### config.mk
export PLATFORM = sky130hd
export DESIGN_NAME = end_screen_top
export DESIGN_NICKNAME = d
export VERILOG_FILES = /design/src/logic/end_screen_pkg.sv /design/src/logic/raster_timing.sv /design/src/logic/banner_text.sv /design/src/logic/score_digits.sv /design/src/logic/pointer_tracker.sv /design/src/logic/pixel_mixer.sv /design/src/logic/end_screen_top.sv
export SDC_FILE = /design/constraint.sdc
export NUM_CORES = 1
export LEC_CHECK = 0
export BUFFER_PORTS_ARGS = -buffer_cell sky130_fd_sc_hd__buf_4
export CORE_MARGIN = 5
export CORE_UTILIZATION = 35
export CTS_BUF_LIST = sky130_fd_sc_hd__clkbuf_4 sky130_fd_sc_hd__clkbuf_8
export DETAILED_ROUTE_END_ITERATION = 8
export MAX_ROUTING_LAYER = met4
export PLACE_DENSITY = 0.57
export SLEW_MARGIN = 10
export SYNTH_ARGS = -nofsm -noshare
export SYNTH_HDL_FRONTEND = slang
export SYNTH_HIERARCHICAL = 1
export SYNTH_SLANG_ARGS = --single-unit
### constraint.sdc
create_clock -name in_clk -period 3.6 [get_ports in_clk]
set_input_delay 0 -clock in_clk [delete_from_list [all_inputs] [get_ports in_clk]]
set_output_delay 0 -clock in_clk [all_outputs]
set_load 0.01 [all_outputs]
### src/logic/end_screen_pkg.sv
package end_screen_pkg;

    //////////////////////////////
    // Raster constants

    localparam int h_active = 640;
    localparam int v_active = 480;

    localparam int h_front_def = 16;
    localparam int h_sync_def = 96;
    localparam int h_back_def = 48;
    localparam int v_front_def = 10;
    localparam int v_sync_def = 2;
    localparam int v_back_def = 33;

    //////////////////////////////
    // Shared types

    typedef logic [9:0] coord_t;
    typedef logic [9:0] score_t;
    typedef logic [7:0] glyph_row_t;

    // Sync bits are active low
    typedef struct packed {
        coord_t x;
        coord_t y;
        logic active;
        logic hsync;
        logic vsync;
    } scan_t;

    typedef struct packed {
        logic [3:0] r;
        logic [3:0] g;
        logic [3:0] b;
    } rgb_t;

    typedef struct packed {
        logic hit;
        rgb_t color;
    } layer_t;

    typedef struct packed {
        logic signed [8:0] dx;
        logic signed [8:0] dy;
        logic left;
        logic right;
    } motion_t;

    //////////////////////////////
    // Layout and colours

    localparam coord_t banner_y = 10'd130;
    localparam coord_t banner_x [10] = '{10'd230, 10'd246, 10'd262, 10'd278, 10'd294,
                                         10'd318, 10'd334, 10'd350, 10'd366, 10'd382};

    localparam coord_t button_x0 = 10'd269;
    localparam coord_t button_x1 = 10'd360;
    localparam coord_t button_y0 = 10'd350;
    localparam coord_t button_y1 = 10'd370;

    localparam coord_t label_y = 10'd356;
    localparam coord_t label_x [7] = '{10'd275, 10'd286, 10'd298, 10'd310,
                                       10'd322, 10'd334, 10'd346};

    localparam coord_t digit_x [3] = '{10'd200, 10'd275, 10'd350};
    localparam coord_t digit_y = 10'd185;

    localparam coord_t pointer_size = 10'd16;
    localparam logic [3:0] banner_level = 4'd9;
    localparam logic [3:0] label_level = 4'd15;
    localparam rgb_t button_fill = '{r: 4'd0, g: 4'd6, b: 4'd12};

    //////////////////////////////
    // Font

    typedef enum logic [3:0] {
        ltr_f, ltr_i, ltr_n, ltr_a, ltr_l, ltr_s, ltr_c, ltr_o, ltr_r, ltr_e, ltr_t
    } letter_t;

    localparam letter_t banner_str [10] = '{ltr_f, ltr_i, ltr_n, ltr_a, ltr_l,
                                            ltr_s, ltr_c, ltr_o, ltr_r, ltr_e};
    localparam letter_t label_str [7] = '{ltr_r, ltr_e, ltr_s, ltr_t, ltr_a, ltr_r, ltr_t};

    // Row 0 sits in the low byte, column c is bit c of a row
    function automatic glyph_row_t glyph(letter_t code, logic [2:0] row);
        logic [63:0] bits;
        case (code)
            ltr_f: bits = 64'h00_08_08_08_78_08_08_F8;
            ltr_i: bits = 64'h00_38_10_10_10_10_10_38;
            ltr_n: bits = 64'h00_42_42_62_52_4A_46_42;
            ltr_a: bits = 64'h00_41_41_41_7F_41_41_3E;
            ltr_l: bits = 64'h00_3F_01_01_01_01_01_01;
            ltr_s: bits = 64'h00_3E_41_40_3E_01_41_3E;
            ltr_c: bits = 64'h00_3C_42_01_01_01_42_3C;
            ltr_o: bits = 64'h00_7C_82_82_82_82_82_7C;
            ltr_r: bits = 64'h00_41_21_11_1F_21_21_1F;
            ltr_e: bits = 64'h00_7E_02_02_7E_02_02_7E;
            ltr_t: bits = 64'h00_08_08_08_08_08_08_7F;
            default: bits = '0;
        endcase
        return bits[{row, 3'b000} +: 8];
    endfunction

endpackage

### src/logic/raster_timing.sv
`timescale 1ns/1ps

module raster_timing #(
    parameter int h_front = end_screen_pkg::h_front_def,
    parameter int h_sync = end_screen_pkg::h_sync_def,
    parameter int h_back = end_screen_pkg::h_back_def,
    parameter int v_front = end_screen_pkg::v_front_def,
    parameter int v_sync = end_screen_pkg::v_sync_def,
    parameter int v_back = end_screen_pkg::v_back_def
) (
    input  logic                  in_clk,
    input  logic                  reset,
    output end_screen_pkg::scan_t scan
);
    import end_screen_pkg::*;

    localparam int h_total = h_active + h_front + h_sync + h_back;
    localparam int v_total = v_active + v_front + v_sync + v_back;

    // Count order is active, front porch, sync, back porch
    localparam coord_t h_last = coord_t'(h_total - 1);
    localparam coord_t v_last = coord_t'(v_total - 1);
    localparam coord_t x_limit = coord_t'(h_active);
    localparam coord_t y_limit = coord_t'(v_active);
    localparam coord_t hs_start = coord_t'(h_active + h_front);
    localparam coord_t hs_stop = coord_t'(h_active + h_front + h_sync);
    localparam coord_t vs_start = coord_t'(v_active + v_front);
    localparam coord_t vs_stop = coord_t'(v_active + v_front + v_sync);

    coord_t h_next;
    coord_t v_next;

    // The scan position doubles as the counter pair
    always_comb begin
        h_next = scan.x + 10'd1;
        v_next = scan.y;
        if (scan.x == h_last) begin
            h_next = '0;
            if (scan.y == v_last) begin
                v_next = '0;
            end else begin
                v_next = scan.y + 10'd1;
            end
        end
    end

    //////////////////////////////
    // Scan register

    always_ff @(posedge in_clk or negedge reset) begin
        if (!reset) begin
            scan <= '{x: '0, y: '0, active: 1'b1, hsync: 1'b1, vsync: 1'b1};
        end else begin
            scan.x <= h_next;
            scan.y <= v_next;
            scan.active <= (h_next < x_limit) && (v_next < y_limit);
            // Flags follow the next count so they line up with x and y
            scan.hsync <= !((h_next >= hs_start) && (h_next < hs_stop));
            scan.vsync <= !((v_next >= vs_start) && (v_next < vs_stop));
        end
    end

endmodule

### src/logic/banner_text.sv
`timescale 1ns/1ps

module banner_text (
    input  logic                   in_clk,
    input  logic                   reset,
    input  end_screen_pkg::scan_t  scan,
    output end_screen_pkg::layer_t text
);
    import end_screen_pkg::*;

    localparam coord_t cell_size = 10'd8;

    logic banner_on;
    logic label_on;
    logic in_box;
    layer_t text_d;

    // True when (x, y) falls in the 8x8 cell at (x0, y0) on a set glyph bit
    function automatic logic cell_pixel(letter_t code, coord_t x0, coord_t y0,
                                        coord_t x, coord_t y);
        coord_t col;
        coord_t row;
        glyph_row_t bits;
        col = x - x0;
        row = y - y0;
        bits = glyph(code, row[2:0]);
        // Positions left of or above the cell wrap to large offsets
        return (col < cell_size) && (row < cell_size) && bits[col[2:0]];
    endfunction

    //////////////////////////////
    // Letter and box hit test

    always_comb begin
        banner_on = 1'b0;
        for (int i = 0; i < 10; i++) begin
            banner_on = banner_on | cell_pixel(banner_str[i], banner_x[i], banner_y,
                                               scan.x, scan.y);
        end

        label_on = 1'b0;
        for (int i = 0; i < 7; i++) begin
            label_on = label_on | cell_pixel(label_str[i], label_x[i], label_y,
                                             scan.x, scan.y);
        end

        in_box = (scan.x >= button_x0) && (scan.x < button_x1) &&
                 (scan.y >= button_y0) && (scan.y < button_y1);
    end

    always_comb begin
        text_d = '0;
        if (banner_on) begin
            text_d = '{hit: 1'b1,
                       color: '{r: banner_level, g: banner_level, b: banner_level}};
        end else if (in_box && label_on) begin
            text_d = '{hit: 1'b1,
                       color: '{r: label_level, g: label_level, b: label_level}};
        end else if (in_box) begin
            // Plain button background
            text_d = '{hit: 1'b1, color: button_fill};
        end
    end

    always_ff @(posedge in_clk or negedge reset) begin
        if (!reset) begin
            text <= '0;
        end else begin
            text <= text_d;
        end
    end

endmodule

### src/logic/score_digits.sv
`timescale 1ns/1ps

module score_digits (
    input  logic                   in_clk,
    input  logic                   reset,
    input  end_screen_pkg::scan_t  scan,
    input  end_screen_pkg::score_t score,
    output end_screen_pkg::layer_t digits
);
    import end_screen_pkg::*;

    localparam score_t score_max = 10'd999;
    localparam score_t ten = 10'd10;

    // Segment boxes relative to the digit origin from a at index 0 to g at index 6
    localparam coord_t seg_x0 [7] = '{10'd10, 10'd60, 10'd60, 10'd10, 10'd0, 10'd0, 10'd10};
    localparam coord_t seg_x1 [7] = '{10'd60, 10'd70, 10'd70, 10'd60, 10'd10, 10'd10, 10'd60};
    localparam coord_t seg_y0 [7] = '{10'd0, 10'd10, 10'd70, 10'd120, 10'd70, 10'd10, 10'd60};
    localparam coord_t seg_y1 [7] = '{10'd10, 10'd60, 10'd120, 10'd130, 10'd120, 10'd60, 10'd70};

    score_t capped;
    score_t tens_part;
    logic [3:0] digit_val [3];
    logic [6:0] segs [3];
    layer_t digits_d;

    // Segment order is {a, b, c, d, e, f, g}
    function automatic logic [6:0] seg_decode(logic [3:0] value);
        case (value)
            4'd0: return 7'b1111110;
            4'd1: return 7'b0110000;
            4'd2: return 7'b1101101;
            4'd3: return 7'b1111001;
            4'd4: return 7'b0110011;
            4'd5: return 7'b1011011;
            4'd6: return 7'b1011111;
            4'd7: return 7'b1110000;
            4'd8: return 7'b1111111;
            4'd9: return 7'b1111011;
            default: return 7'b0000000;
        endcase
    endfunction

    //////////////////////////////
    // Decimal split

    always_comb begin
        capped = (score > score_max) ? score_max : score;
        tens_part = capped / ten;
        digit_val[0] = 4'(tens_part / ten);
        digit_val[1] = 4'(tens_part % ten);
        digit_val[2] = 4'(capped % ten);
        for (int k = 0; k < 3; k++) begin
            segs[k] = seg_decode(digit_val[k]);
        end
    end

    // Boxes do not overlap so at most one segment matches
    always_comb begin
        coord_t rel_x;
        coord_t rel_y;
        digits_d = '0;
        rel_y = scan.y - digit_y;
        for (int k = 0; k < 3; k++) begin
            rel_x = scan.x - digit_x[k];
            for (int s = 0; s < 7; s++) begin
                if ((rel_x >= seg_x0[s]) && (rel_x < seg_x1[s]) &&
                    (rel_y >= seg_y0[s]) && (rel_y < seg_y1[s])) begin
                    digits_d.hit = 1'b1;
                    digits_d.color = '{r: {4{segs[k][6-s]}},
                                       g: {4{segs[k][6-s]}},
                                       b: {4{segs[k][6-s]}}};
                end
            end
        end
    end

    always_ff @(posedge in_clk or negedge reset) begin
        if (!reset) begin
            digits <= '0;
        end else begin
            digits <= digits_d;
        end
    end

endmodule

### src/logic/pointer_tracker.sv
`timescale 1ns/1ps

module pointer_tracker (
    input  logic                    in_clk,
    input  logic                    reset,
    input  end_screen_pkg::motion_t motion,
    input  logic                    motion_valid,
    output end_screen_pkg::coord_t  pointer_x,
    output end_screen_pkg::coord_t  pointer_y,
    output logic [2:0]              pointer_color,
    output logic                    restart
);
    import end_screen_pkg::*;

    localparam coord_t x_max = coord_t'(h_active - 1);
    localparam coord_t y_max = coord_t'(v_active - 1);

    logic signed [11:0] sum_x;
    logic signed [11:0] sum_y;
    logic in_button;

    // Keep the pointer on screen instead of wrapping
    function automatic coord_t clamp(logic signed [11:0] value, coord_t limit);
        if (value < 0) begin
            return '0;
        end
        if (value > $signed({2'b00, limit})) begin
            return limit;
        end
        return value[9:0];
    endfunction

    // Screen y grows downward, mouse dy grows upward
    assign sum_x = $signed({2'b00, pointer_x}) + $signed({{3{motion.dx[8]}}, motion.dx});
    assign sum_y = $signed({2'b00, pointer_y}) - $signed({{3{motion.dy[8]}}, motion.dy});

    assign in_button = (pointer_x >= button_x0) && (pointer_x < button_x1) &&
                       (pointer_y >= button_y0) && (pointer_y < button_y1);

    always_ff @(posedge in_clk or negedge reset) begin
        if (!reset) begin
            pointer_x <= '0;
            pointer_y <= '0;
            pointer_color <= 3'd3;
            restart <= 1'b0;
        end else if (motion_valid) begin
            pointer_x <= clamp(sum_x, x_max);
            pointer_y <= clamp(sum_y, y_max);

            // Right click wins over left click
            if (motion.right) begin
                pointer_color <= pointer_color + 3'd1;
            end else if (motion.left) begin
                pointer_color <= pointer_color - 3'd1;
            end

            // Click is judged at the position before the move
            if (!motion.left) begin
                restart <= 1'b0;
            end else if (in_button) begin
                restart <= 1'b1;
            end
        end
    end

endmodule

### src/logic/pixel_mixer.sv
`timescale 1ns/1ps

module pixel_mixer (
    input  logic                   in_clk,
    input  logic                   reset,
    input  end_screen_pkg::scan_t  scan,
    input  end_screen_pkg::layer_t text,
    input  end_screen_pkg::layer_t digits,
    input  end_screen_pkg::coord_t pointer_x,
    input  end_screen_pkg::coord_t pointer_y,
    input  logic [2:0]             pointer_color,
    output logic [3:0]             vga_r,
    output logic [3:0]             vga_g,
    output logic [3:0]             vga_b,
    output logic                   vga_hs,
    output logic                   vga_vs
);
    import end_screen_pkg::*;

    scan_t scan_d1;
    logic on_pointer;
    rgb_t pixel;

    // Lines the scan up with the registered layers
    always_ff @(posedge in_clk or negedge reset) begin
        if (!reset) begin
            scan_d1 <= '{x: '0, y: '0, active: 1'b0, hsync: 1'b1, vsync: 1'b1};
        end else begin
            scan_d1 <= scan;
        end
    end

    assign on_pointer = (scan_d1.x >= pointer_x) && (scan_d1.x < pointer_x + pointer_size) &&
                        (scan_d1.y >= pointer_y) && (scan_d1.y < pointer_y + pointer_size);

    //////////////////////////////
    // Layer priority

    always_comb begin
        pixel = '0;
        if (!scan_d1.active) begin
            pixel = '0;
        end else if (on_pointer) begin
            pixel = '{r: {4{pointer_color[0]}}, g: {4{pointer_color[1]}},
                      b: {4{pointer_color[2]}}};
        end else if (digits.hit) begin
            pixel = digits.color;
        end else if (text.hit) begin
            pixel = text.color;
        end
    end

    always_ff @(posedge in_clk or negedge reset) begin
        if (!reset) begin
            vga_r <= '0;
            vga_g <= '0;
            vga_b <= '0;
            vga_hs <= 1'b1;
            vga_vs <= 1'b1;
        end else begin
            vga_r <= pixel.r;
            vga_g <= pixel.g;
            vga_b <= pixel.b;
            vga_hs <= scan_d1.hsync;
            vga_vs <= scan_d1.vsync;
        end
    end

endmodule

### src/logic/end_screen_top.sv
`timescale 1ns/1ps

module end_screen_top #(
    parameter int h_front = end_screen_pkg::h_front_def,
    parameter int h_sync = end_screen_pkg::h_sync_def,
    parameter int h_back = end_screen_pkg::h_back_def,
    parameter int v_front = end_screen_pkg::v_front_def,
    parameter int v_sync = end_screen_pkg::v_sync_def,
    parameter int v_back = end_screen_pkg::v_back_def
) (
    input  logic                    in_clk,
    input  logic                    reset,
    input  end_screen_pkg::motion_t motion,
    input  logic                    motion_valid,
    input  end_screen_pkg::score_t  score,
    output logic [3:0]              vga_r,
    output logic [3:0]              vga_g,
    output logic [3:0]              vga_b,
    output logic                    vga_hs,
    output logic                    vga_vs,
    output logic                    restart
);
    import end_screen_pkg::*;

    scan_t scan;
    layer_t text;
    layer_t digits;
    coord_t pointer_x;
    coord_t pointer_y;
    logic [2:0] pointer_color;

    //////////////////////////////
    // Raster and layers

    raster_timing #(
        .h_front (h_front),
        .h_sync  (h_sync),
        .h_back  (h_back),
        .v_front (v_front),
        .v_sync  (v_sync),
        .v_back  (v_back)
    ) u_timing (
        .in_clk (in_clk),
        .reset  (reset),
        .scan   (scan)
    );

    banner_text u_text (
        .in_clk (in_clk),
        .reset  (reset),
        .scan   (scan),
        .text   (text)
    );

    score_digits u_digits (
        .in_clk (in_clk),
        .reset  (reset),
        .scan   (scan),
        .score  (score),
        .digits (digits)
    );

    // Pointer runs off the motion strobe, not the raster
    pointer_tracker u_pointer (
        .in_clk        (in_clk),
        .reset         (reset),
        .motion        (motion),
        .motion_valid  (motion_valid),
        .pointer_x     (pointer_x),
        .pointer_y     (pointer_y),
        .pointer_color (pointer_color),
        .restart       (restart)
    );

    pixel_mixer u_mixer (
        .in_clk        (in_clk),
        .reset         (reset),
        .scan          (scan),
        .text          (text),
        .digits        (digits),
        .pointer_x     (pointer_x),
        .pointer_y     (pointer_y),
        .pointer_color (pointer_color),
        .vga_r         (vga_r),
        .vga_g         (vga_g),
        .vga_b         (vga_b),
        .vga_hs        (vga_hs),
        .vga_vs        (vga_vs)
    );

endmodule

==> results.py <==
metrics = {
    "run_status": {
        "status": "finished, violations left",
        "violations": "setup timing",
    },
    "floorplanning": {
        "fp.dieH_um": 201,
        "die-area_um2": 40600,
        "initial_core_util_pct": 35.2,
        "core_region_area_um2": 36400,
        "die_x_um": 201,
        "rows": 70,
        "io_pins": 48,
    },
    "clock_network": {
        "cts_num_sinks": 90,
        "cts_buffer_depth": 2,
        "htreeDepth": 3,
        "cts_tree": "done",
        "clock_latency_ns": 0.38,
        "cts_buffers": 9,
        "clk_pin_slew_ns": 0.10,
        "cts-root-buf": "clkbuf_8",
    },
    "placed_design": {
        "post-place-ws_ns": -2.02,
        "hpwl_um": 28500,
        "routabilityCongestion": 0.937,
        "port_buffers": 47,
    },
    "critical_path": {
        "timing.critical_path.required_ns": 3.86,
        "r2r-start": "u_timing/scan[3]",
        "worstSetupStartpointType": "input port",
        "path_max_fanout": 15,
        "worstPathArrival_ns": 5.18,
        "critical_path.slowest_cell": "or4_4",
        "worstSetupPathType": "input port to flip-flop",
        "cp-end-kind": "flip-flop",
        "startpoint": "score[5]",
        "max_stage_delay_ns": 0.53,
    },
    "synth": {
        "synth_cells": 1630,
        "syn_area_um2": 12800,
        "yosysWarningCount": 6,
        "synthesis.nets": 1780,
        "synth_top_area_share_pct": 15.8,
        "postSynth.asyncResetShare_pct": 100,
        "synth.avg_cell_area_um2": 7.87,
        "ys.flop_type": "dfrtp_1",
        "synth-edff-count": 0,
        "yosysTopAreaCell": "dfrtp_1",
        "synth_cell_types": 121,
        "yosysSeqAreaShare_pct": 17.6,
        "synth.top_cells.by_area": "dfrtp_1, ha_1, nand2_1",
        "ys_seq_elements": 90,
    },
    "worst_hold_path": {
        "min_from": "motion[2]",
        "hold_path.class": "input port to flip-flop",
    },
    "route": {
        "first_iter_violations": 1044,
        "dr.pass1.iters": 6,
        "routed_via_density": 5.70,
        "vias": 13000,
        "drt-total-wl_um": 37100,
        "ant_nets": 0,
        "drc": 0,
        "wire_per_inst_um": 16.3,
    },
    "finish": {
        "layout_commonest_cell": "buf_4",
        "fin_util_pct": 42.2,
        "drive_above_1_share_pct": 23.2,
        "diodes": 0,
        "layout_common_cells": "buf_4, nand2_1, ha_1",
        "fill_cells": 3643,
        "nets": 1961,
        "syn2layout_area_growth_pct": 19.8,
    },
    "timing": {
        "hold_viol_final": 0,
        "post-route-period-util_pct": 137,
        "finalClockSkew_ns": 0.0131,
        "drv_slew": 0,
        "fin_crit_ns": 4.92,
        "max_freq_mhz": 203,
        "rsz0062_at_grt": "yes",
        "tightestPinTransition_ns": 0.882,
        "max_slew_margin_pct": 41.2,
        "worst_slack_ns": -1.32,
        "final-setup-viol-count": 1,
    },
    "grt": {
        "grt_overflow": 0,
        "grt_use_total_pct": 18.1,
        "grt_busiest_layer": "met2",
        "grt_max_degree": 71,
        "grt_pass1_wl_um": 61800,
        "antenna_found_initial": 0,
        "use_met3_pct": 1.43,
        "met1_usage_pct": 24.8,
        "gr-usage-met2_pct": 29.2,
        "grt_pass1_vias": 12300,
    },
    "power": {
        "leakage_nw": 6.73,
        "power.density_nw_per_um2": 363,
        "total_power_mw": 5.57,
        "ir_drop_v": 0.000159,
    },
    "run": {
        "maxCapViolations": 0,
    },
}
-- critical path, delay by kind of cell --
family          cells  cell delay [ns]
simple gates       10             2.20
compound gates     13             2.02
buf+inv             5             0.51
fa+ha+maj           2             0.42
-- final cells by class --
class                   instances  area, um^2  area share (%)
clock inverters                 7        56.3           0.366
well taps                     468         586            3.81
repair buffers                277        2160            14.1
multi-input cells            1320        9750            63.4
inverters                     113         427            2.78
clock buffers                   9         124           0.806
flip-flops and latches         90        2270            14.7
-- Yosys cell counts (all sizes together), types with 21 or more instances --
cell	number
nand2	142
ha	114
inv	112
nor2	105
o21ai	94
dfrtp	81
buf	77
a21oi	76
nand3	57
xnor2	47
nor2b	42
and2	35
nand2b	34
nor3	33
mux2i	31
a211oi	30
clkbuf	30
a31oi	28
nand4	23
o211ai	23
and3	21
-- final timing paths --
kind | to | slack [ns] | depth (start not counted)
max in group asynchronous | u_timing/scan[2] | 2.42 | 3
worst max register to register | u_digits/digits[2] | 0.04 | 20
worst max-delay path | u_digits/digits[2] | -1.32 | 30
worst min-delay path | u_pointer/pointer_y[0] | 0.03 | 4
worst min register to register | u_mixer/scan_d1[0] | 0.35 | 0
min in group asynchronous | u_pointer/pointer_y[9] | 0.25 | 2
-- power by group --
part           internal (mW)  total [mW]  switching (mW)
clock network          0.261       0.657           0.397
logic                   1.76        3.58            1.82
registers               1.14        1.34           0.193
-- layer usage --
| metal | up-vias | wire [um] |
|---|---|---|
| li1 | 6449 | - |
| met1 | 6159 | 17600 |
| met2 | 359 | 17200 |
| met3 | 43 | 1710 |
| met4 | 0 | 592 |
| met5 | - | 0 |
-- through the flow --
stage	hold slack, ns	TNS [ns]	cells	area, um^2
after detailed placement	0.179	-2.02	2253	14900
after global placement	0.166	-1.84	2253	14900
after CTS	0.0120	-1.33	2280	15300
final	0.0300	-1.32	2284	15400
after floorplan	-0.296	-1.71	1630	13000
after global routing	0.0257	-1.63	2284	15400
-- registers in the layout, indices dropped and copies added, names as in the netlist, 2 cells and up --
| name | flops |
|---|---|
| u_mixer/vga_g | 4 |
| u_mixer/scan_d1 | 23 |
| u_pointer/pointer_y | 10 |
| u_timing/scan | 23 |
| u_mixer/vga_b | 4 |
| u_digits/digits | 2 |
| u_pointer/pointer_x | 10 |
| u_text/text | 4 |
| u_mixer/vga_r | 4 |
| u_pointer/pointer_color | 3 |
-- repair_timing --
item | 4_1_cts | 5_1_grt
cloned | 0 | 0
hold buffers | 5 | 0
endpoints found under the setup margin | 1 | 1
resized for setup | 28 | 12
endpoints found under the hold margin | 70 | 0
pin swaps | 28 | 23
buffers inserted | 6 | 4
-- cells by family after synthesis --
kind of cell    after synthesis  synth area share (%)
flops                        90                  17.6
fa+ha+maj                   117                  11.6
compound gates              493                  29.1
buf+inv                     220                  8.06
simple gates                602                  25.7
mux                          42                  3.41
xor+xnor                     66                  4.51
No activity file was read; power rests on OpenSTA's default activity.
